===== config.mk =====
export PLATFORM = sky130hd
export DESIGN_NAME = l2_write_path
export DESIGN_NICKNAME = d
export VERILOG_FILES = /design/src/hdl/l2w_pkg.sv /design/src/hdl/l2_write_ctrl.sv /design/src/hdl/write_arbiter.sv /design/src/hdl/write_buffer.sv /design/src/hdl/l2_write_path.sv
export VERILOG_INCLUDE_DIRS = /design/src /design/src/hdl
export SDC_FILE = /design/constraint.sdc
export NUM_CORES = 1
export LEC_CHECK = 0
export BUFFER_PORTS_ARGS = -buffer_cell sky130_fd_sc_hd__buf_2
export CAP_MARGIN = 20
export CORE_MARGIN = 2
export CORE_UTILIZATION = 51
export CTS_BUF_LIST = sky130_fd_sc_hd__clkbuf_16
export CTS_CLUSTER_DIAMETER = 120
export DETAILED_ROUTE_END_ITERATION = 10
export GPL_ROUTABILITY_DRIVEN = 0
export PLACE_DENSITY_LB_ADDON = 0.08
export SYNTH_ARGS = -nofsm -noshare
export SYNTH_HDL_FRONTEND = slang
export SYNTH_SLANG_ARGS = --single-unit

===== constraint.sdc =====
create_clock -name clk -period 6.9 [get_ports clk]
set_clock_uncertainty 0.15 [all_clocks]
set_input_delay 0.345 -clock clk [delete_from_list [all_inputs] [get_ports clk]]
set_output_delay 0.345 -clock clk [all_outputs]
set_load 0.01 [all_outputs]

===== src/hdl/l2w_consts.svh =====
`ifndef L2W_CONSTS_SVH
`define L2W_CONSTS_SVH

// ----------------------------------------------------------------------
// line geometry
// ----------------------------------------------------------------------

`define L2W_OFFSET_WIDTH  2                            // log2 of the words in a line.
`define L2W_LINE_WORDS    (1 << `L2W_OFFSET_WIDTH)
`define L2W_LINE_BITS     (32 * `L2W_LINE_WORDS)

// ----------------------------------------------------------------------
// burst size encodings
// ----------------------------------------------------------------------

`define L2W_SIZE_WORD     3'd2                         // four bytes per beat.
`define L2W_SIZE_UNCACHED 3'd1

`endif


===== src/hdl/l2w_pkg.sv =====
`include "l2w_consts.svh"

package l2w_pkg;

    // ------------------------------------------------------------------
    // write controller state
    // ------------------------------------------------------------------

    typedef enum logic [4:0] {
        idle   = 5'd0,
        dma_aw = 5'd1,
        dma_w  = 5'd2,
        dma_r  = 5'd3,
        wrt_w  = 5'd4                                  // uncached write waits for the buffer.
    } ctrl_state_t;

    // ------------------------------------------------------------------
    // request and channel payloads
    // ------------------------------------------------------------------

    typedef struct packed {
        logic [31:0]               addr;
        logic [`L2W_LINE_BITS-1:0] data;               // word 0 sits in the low bits.
    } line_req_t;

    typedef struct packed {
        logic [31:0] addr;
        logic [7:0]  len;                              // beats minus one.
        logic [2:0]  size;
        logic [3:0]  strb;
    } mem_aw_t;

    typedef struct packed {
        logic [31:0] data;
        logic        last;
    } mem_w_t;

endpackage


===== src/hdl/l2_write_ctrl.sv =====
`timescale 1ns/1ps

module l2_write_ctrl (
    input  logic                 clk,
    input  logic                 rst_n,
    input  logic                 req_w,
    input  logic                 uncached,
    input  logic                 buf_busy,
    input  logic                 awready,
    input  logic                 wready,
    input  logic                 bvalid,
    output l2w_pkg::ctrl_state_t crt
);

    l2w_pkg::ctrl_state_t nxt;

    always_ff @(posedge clk) begin
        if (!rst_n) begin
            crt <= l2w_pkg::idle;
        end else begin
            crt <= nxt;
        end
    end

    // ------------------------------------------------------------------
    // next state
    // ------------------------------------------------------------------

    always_comb begin
        nxt = crt;
        case (crt)
            l2w_pkg::idle: begin
                if (req_w && uncached) begin
                    nxt = buf_busy ? l2w_pkg::wrt_w : l2w_pkg::dma_aw; // never pass a line.
                end
            end
            l2w_pkg::wrt_w: begin
                if (!buf_busy) begin
                    nxt = l2w_pkg::dma_aw;
                end
            end
            l2w_pkg::dma_aw: begin
                if (awready) begin
                    nxt = l2w_pkg::dma_w;
                end
            end
            l2w_pkg::dma_w: begin
                if (wready) begin
                    nxt = l2w_pkg::dma_r;
                end
            end
            l2w_pkg::dma_r: begin
                if (bvalid) begin
                    nxt = l2w_pkg::idle;                   // the cache sees addr_ok here.
                end
            end
            default: begin
                nxt = l2w_pkg::idle;
            end
        endcase
    end

endmodule


===== src/hdl/write_arbiter.sv =====
`timescale 1ns/1ps

`include "l2w_consts.svh"

module write_arbiter (
    input  l2w_pkg::ctrl_state_t      crt,
    // cache side
    input  logic                      req_w,
    input  logic                      uncached,
    input  logic [31:0]               req_addr,
    input  logic [`L2W_LINE_BITS-1:0] req_data,
    input  logic [3:0]                req_wstrb,
    output logic                      addr_ok,
    // write buffer side
    output l2w_pkg::line_req_t        buf_req,
    output logic                      buf_req_w,
    input  logic                      buf_addr_ok,
    input  l2w_pkg::mem_aw_t          buf_aw,
    input  logic                      buf_awvalid,
    input  l2w_pkg::mem_w_t           buf_w,
    input  logic                      buf_wvalid,
    input  logic                      buf_bready,
    output logic                      buf_awready,
    output logic                      buf_wready,
    output logic                      buf_bvalid,
    // memory side
    output l2w_pkg::mem_aw_t          mem_aw,
    output logic                      awvalid,
    output l2w_pkg::mem_w_t           mem_w,
    output logic                      wvalid,
    output logic                      bready,
    input  logic                      awready,
    input  logic                      wready,
    input  logic                      bvalid
);

    always_comb begin
        addr_ok     = 1'b0;
        buf_req     = '0;
        buf_req_w   = 1'b0;
        buf_awready = 1'b0;
        buf_wready  = 1'b0;
        buf_bvalid  = 1'b0;
        mem_aw      = '0;
        awvalid     = 1'b0;
        mem_w       = '0;
        wvalid      = 1'b0;
        bready      = 1'b0;

        case (crt)
            l2w_pkg::dma_aw: begin
                mem_aw.addr = req_addr;
                mem_aw.len  = 8'd0;
                mem_aw.size = `L2W_SIZE_UNCACHED;
                mem_aw.strb = req_wstrb;
                mem_w.data  = req_data[31:0];
                awvalid     = 1'b1;
            end
            l2w_pkg::dma_w: begin
                mem_aw.addr = req_addr;
                mem_aw.len  = 8'd0;
                mem_aw.size = `L2W_SIZE_UNCACHED;
                mem_aw.strb = req_wstrb;
                mem_w.data  = req_data[31:0];
                mem_w.last  = 1'b1;                    // single beat is also the last.
                awvalid     = 1'b1;
                wvalid      = 1'b1;
            end
            l2w_pkg::dma_r: begin
                bready  = 1'b1;
                addr_ok = bvalid;                      // response closes the uncached request.
            end
            default: begin
                // idle and wrt_w route the cache to the buffer and the buffer to memory.
                addr_ok     = buf_addr_ok;
                buf_req     = '{addr: req_addr, data: req_data};
                buf_req_w   = req_w && !uncached;
                mem_aw      = buf_aw;
                awvalid     = buf_awvalid;
                mem_w       = buf_w;
                wvalid      = buf_wvalid;
                bready      = buf_bready;
                buf_awready = awready;
                buf_wready  = wready;
                buf_bvalid  = bvalid;
            end
        endcase
    end

endmodule


===== src/hdl/write_buffer.sv =====
`timescale 1ns/1ps

`include "l2w_consts.svh"

module write_buffer (
    input  logic               clk,
    input  logic               rst_n,
    input  l2w_pkg::line_req_t buf_req,
    input  logic               buf_req_w,
    output logic               buf_addr_ok,
    output logic               buf_busy,
    output l2w_pkg::mem_aw_t   mem_aw,
    output logic               awvalid,
    output l2w_pkg::mem_w_t    mem_w,
    output logic               wvalid,
    output logic               bready,
    input  logic               awready,
    input  logic               wready,
    input  logic               bvalid
);

    localparam logic [`L2W_OFFSET_WIDTH-1:0] last_beat =
        `L2W_OFFSET_WIDTH'(`L2W_LINE_WORDS - 1);

    typedef enum logic [1:0] {
        ph_empty,
        ph_addr,
        ph_data,
        ph_resp
    } phase_t;

    phase_t                        phase;
    l2w_pkg::line_req_t            line;
    logic [`L2W_OFFSET_WIDTH-1:0]  beat;
    logic                          take;

    assign take = (phase == ph_empty) && buf_req_w;

    // ------------------------------------------------------------------
    // phase sequencing
    // ------------------------------------------------------------------

    always_ff @(posedge clk) begin
        if (!rst_n) begin
            phase <= ph_empty;
            beat  <= '0;
        end else begin
            case (phase)
                ph_empty: begin
                    if (buf_req_w) begin
                        phase <= ph_addr;
                    end
                end
                ph_addr: begin
                    if (awready) begin
                        phase <= ph_data;
                    end
                end
                ph_data: begin
                    if (wready) begin
                        beat <= beat + `L2W_OFFSET_WIDTH'(1); // wraps back to word 0.
                        if (beat == last_beat) begin
                            phase <= ph_resp;
                        end
                    end
                end
                ph_resp: begin
                    if (bvalid) begin
                        phase <= ph_empty;
                    end
                end
                default: begin
                    phase <= ph_empty;
                end
            endcase
        end
    end

    always_ff @(posedge clk) begin
        if (take) begin
            line <= buf_req;
        end
    end

    // ------------------------------------------------------------------
    // cache handshake and memory channels
    // ------------------------------------------------------------------

    assign buf_addr_ok = take;                        // acknowledged in the request cycle.
    assign buf_busy    = (phase != ph_empty);

    always_comb begin
        mem_aw.addr = line.addr;
        mem_aw.len  = 8'(`L2W_LINE_WORDS - 1);
        mem_aw.size = `L2W_SIZE_WORD;
        mem_aw.strb = 4'hF;
        awvalid     = (phase == ph_addr);

        mem_w.data  = line.data[beat*32 +: 32];
        mem_w.last  = (phase == ph_data) && (beat == last_beat);
        wvalid      = (phase == ph_data);

        bready      = (phase == ph_resp);
    end

endmodule


===== src/hdl/l2_write_path.sv =====
`timescale 1ns/1ps

`include "l2w_consts.svh"

module l2_write_path (
    input  logic                      clk,
    input  logic                      rst_n,
    // cache side
    input  logic                      req_w,
    input  logic                      uncached,
    input  logic [31:0]               req_addr,
    input  logic [`L2W_LINE_BITS-1:0] req_data,
    input  logic [3:0]                req_wstrb,
    output logic                      addr_ok,
    // memory side
    output l2w_pkg::mem_aw_t          mem_aw,
    output logic                      awvalid,
    input  logic                      awready,
    output l2w_pkg::mem_w_t           mem_w,
    output logic                      wvalid,
    input  logic                      wready,
    input  logic                      bvalid,
    output logic                      bready
);

    l2w_pkg::ctrl_state_t crt;
    l2w_pkg::line_req_t   buf_req;
    logic                 buf_req_w;
    logic                 buf_addr_ok;
    logic                 buf_busy;
    l2w_pkg::mem_aw_t     buf_aw;
    logic                 buf_awvalid;
    l2w_pkg::mem_w_t      buf_w;
    logic                 buf_wvalid;
    logic                 buf_bready;
    logic                 buf_awready;
    logic                 buf_wready;
    logic                 buf_bvalid;

    l2_write_ctrl u_ctrl (
        .clk      (clk),
        .rst_n    (rst_n),
        .req_w    (req_w),
        .uncached (uncached),
        .buf_busy (buf_busy),
        .awready  (awready),
        .wready   (wready),
        .bvalid   (bvalid),
        .crt      (crt)
    );

    write_arbiter u_arb (
        .crt         (crt),
        .req_w       (req_w),
        .uncached    (uncached),
        .req_addr    (req_addr),
        .req_data    (req_data),
        .req_wstrb   (req_wstrb),
        .addr_ok     (addr_ok),
        .buf_req     (buf_req),
        .buf_req_w   (buf_req_w),
        .buf_addr_ok (buf_addr_ok),
        .buf_aw      (buf_aw),
        .buf_awvalid (buf_awvalid),
        .buf_w       (buf_w),
        .buf_wvalid  (buf_wvalid),
        .buf_bready  (buf_bready),
        .buf_awready (buf_awready),
        .buf_wready  (buf_wready),
        .buf_bvalid  (buf_bvalid),
        .mem_aw      (mem_aw),
        .awvalid     (awvalid),
        .mem_w       (mem_w),
        .wvalid      (wvalid),
        .bready      (bready),
        .awready     (awready),
        .wready      (wready),
        .bvalid      (bvalid)
    );

    write_buffer u_buf (
        .clk         (clk),
        .rst_n       (rst_n),
        .buf_req     (buf_req),
        .buf_req_w   (buf_req_w),
        .buf_addr_ok (buf_addr_ok),
        .buf_busy    (buf_busy),
        .mem_aw      (buf_aw),
        .awvalid     (buf_awvalid),
        .mem_w       (buf_w),
        .wvalid      (buf_wvalid),
        .bready      (buf_bready),
        .awready     (buf_awready),
        .wready      (buf_wready),
        .bvalid      (buf_bvalid)
    );

endmodule


==> impl_metrics.csv <==
group,metric,value,unit
logic_synthesis,synth_enable_flop_cells,160,
detailed_routing,route.detailed.drc,0,
detailed_routing,via_count,5160,
logic_synthesis,yosys_warnings,0,
cts,clock-sinks,167,
grt,grt_max_degree,96,
layout,final_nets,934,
grt,antenna_found_initial,4,
power,p_leak,3.979,nW
flow_run,maxCapViolations,0,
cts,cts_tree,"built",
detailed_routing,firstDrtPassIters,4,
floorplanning,rows,45,
sta,setup_tns,0,ns
placement,pre_cts_slack,3.286,ns
cts,cts_root_buf,"clkbuf_16",
layout,mostFrequentLayoutCell,"buf_2",
grt,grt_usage,0.2070,
critical_path,reg2reg_from,"u_ctrl.crt[0]$_SDFFE_PN0P_",
layout,drive_above_1_share,0.4091,
floorplanning,io-pin-count,255,
critical_path,cp_num_buf_inv,2,
critical_path,max_stage_delay,0.84,ns
detailed_routing,via_per_inst,5.375,
grt,grt_pass1_vias,5041,
layout,syn_to_final_growth,23.81,%
floorplanning,die_area,0.01659,mm²
cts,cts_max_path_buffers,2,
sta,slew_violations,0,
sta,fmax,248.7,MHz
sta,fin_ws,2.879,ns
cts,cts.clk_slew.worst_paths,0.06,ns
critical_path,crit_path_cell_trace,"o21bai_4 -> and3_4 -> buf_4 -> a31o_2 -> buf_2",
critical_path,crit_end,"addr_ok",
sta,setup_violations,0,
critical_path,rrSetupSlack,3.58,ns
critical_path,cp_max_fo,65,
critical_path,cp.depth,5,
logic_synthesis,synth-main-ff-cell,"edfxtp_1",
cts,clk_latency,0.41,ns
logic_synthesis,yosysUniqueCellTypes,36,
sta,slew_headroom,0.3289,
logic_synthesis,avgSynthCellArea,14.93,µm²
cts,cts_hold_buf,0,
sta,fin_crit,4.021,ns
logic_synthesis,synthesis.area,0.007945,mm²
logic_synthesis,synth_cells,532,
worst_hold_path,min_path_type,"input port to flip-flop",
floorplanning,core_area,0.01520,mm²
detailed_routing,wl_per_cell,18.01,µm
critical_path,crit_start,"u_ctrl.crt[0]$_SDFFE_PN0P_",
sta,worst_slew_pin_slew,1.004,ns
logic_synthesis,yosysSeqAreaShare,0.6224,
critical_path,startpoint_type,"flip-flop",
cts,cts_max_level,4,
logic_synthesis,synth-async-reset-ratio,0,
critical_path,critPathTopFamily,"compound AO/OA/AOI/OAI gates",
critical_path,ff2ff_path_depth,3,
floorplanning,initial_core_util,0.5226,
critical_path,r2r_end,"u_buf.line[99]$_SDFFCE_PP0P_",
cts,cts.repair.resized,0,
detailed_routing,drt_wl_total,17290,µm
critical_path,critPathKind,"flip-flop to output port",
detailed_routing,ant_nets,0,
critical_path,critical_path.slowest_cell,"o21bai_4",
layout,final_cell_mix,"247 x buf_2, 161 x and2_1, 160 x edfxtp_1",
critical_path,critPathCaptureType,"output port",
power,max-vdd-ir-drop,212.3,µV
critical_path,arrival,3.53,ns
floorplanning,die-width,128.8,µm
cts,cts_made_buffers,17,
grt,grt_first_pass_wirelength,25930,µm
grt,grt_overflow,0,
logic_synthesis,ys_seq_elements,167,
sta,rsz0062_at_grt,"false",
layout,fin_cells,960,
placement,dp_hpwl,11380,µm
detailed_routing,dr.first_iter.drc_count,323,
layout,fillers,1168,
placement,port_buffers,247,
placement,dp.cells,927,
layout,multiInputGateArea,0.002710,mm²
layout,final-seq-area,0.004947,mm²
cts,post_cts_buffers,0,
critical_path,cp.required,6.40,ns
power,powerDensity,356.6,mW/mm²
sta,finalHoldViolations,0,
floorplanning,die_y,128.8,µm
run_status,outcome,"completed",
sta,period_share,0.5827,
[power breakdown]
group / switching [mW] / internal (mW)
clock: 0.361 / 0.668
sequential: 0.0554 / 1.37
combinational: 0.580 / 0.472
total: 0.996 / 2.51
[kinds of logic (layout without fill, tap and decap cells)]
group,count (synthesis),after routing,share of synthesized area
fa+ha+maj,5,5,0.007874
buf+inv,57,289,0.04063
xor+xnor,2,2,0.002205
other cells,1,9,0.0004720
mux,35,35,0.09591
flops,167,167,0.6224
compound gates,80,80,0.08693
simple gates,185,185,0.1436
[worst reg2reg max path: stages, from the launching register on]
cell      delay, ns
dfxtp_1        0.42
o21bai_4       0.84
and3_4         0.72
buf_4          0.74
[routing by layer]
metal,track usage,up-vias,share of wire
met3,0.05530,19,0.060
met5,0,-,0.00075
li1,-,2433,-
met2,0.3582,185,0.51
met4,0.07161,2,0.019
met1,0.2524,2521,0.41
[layout make-up]
| cell class | count | area share |
|---|---|---|
| clock buffers | 17 | 0.04325 |
| well taps | 188 | 0.02391 |
| diodes | 2 | 0.0005088 |
| multi-input cells | 314 | 0.2755 |
| inverters | 5 | 0.001908 |
| repair buffers | 253 | 0.1302 |
| flip-flops and latches | 167 | 0.5029 |
| clock inverters | 14 | 0.02175 |
[flip-flops by register name (all words and copies together) (netlist names)]
signal / flops
u_buf.beat: 2
u_buf.line: 128
u_buf.mem_aw: 32
u_buf.phase: 2
u_ctrl.crt: 3
[through the flow]
step,util,total power [mW],cell area [µm²],hold slack [ns]
finish,0.6471,3.508,9837,0.05498
global route,0.6471,3.688,9837,0.03021
CTS,0.6467,3.544,9832,0.03678
detailed placement,0.6047,2.509,9193,0.3584
global placement,0.6047,2.474,9193,0.3273
floorplan,-,2.202,7968,0.3128
[cells in the mapped netlist, types with 6 or more instances]
library cell  instances  area share
dfxtp_1               7       0.018
edfxtp_1            160        0.60
mux4_2               29       0.082
a22o_1               65       0.072
clkbuf_1              7      0.0033
clkbuf_2             10      0.0063
buf_2                20       0.013
nand2_1               6      0.0028
buf_4                11       0.010
and2_1              161        0.13
[worst min path at each step]
stage / start / to / slack, ns / cells past startpoint
finish: req_data[59] / u_buf.line[59]$_SDFFCE_PP0P_ / 0.05 / 2
CTS: req_data[80] / u_buf.line[80]$_SDFFCE_PP0P_ / 0.04 / 2
detailed placement: u_buf.phase[1]$_SDFFE_PN0P_ / u_buf.phase[1]$_SDFFE_PN0P_ / 0.36 / 2
floorplan: rst_n / u_ctrl.crt[0]$_SDFFE_PN0P_ / 0.31 / 1
global route: req_data[59] / u_buf.line[59]$_SDFFCE_PP0P_ / 0.03 / 2
global placement: u_buf.phase[1]$_SDFFE_PN0P_ / u_buf.phase[1]$_SDFFE_PN0P_ / 0.33 / 2
Note: power is estimated with default switching activity, not from simulation.
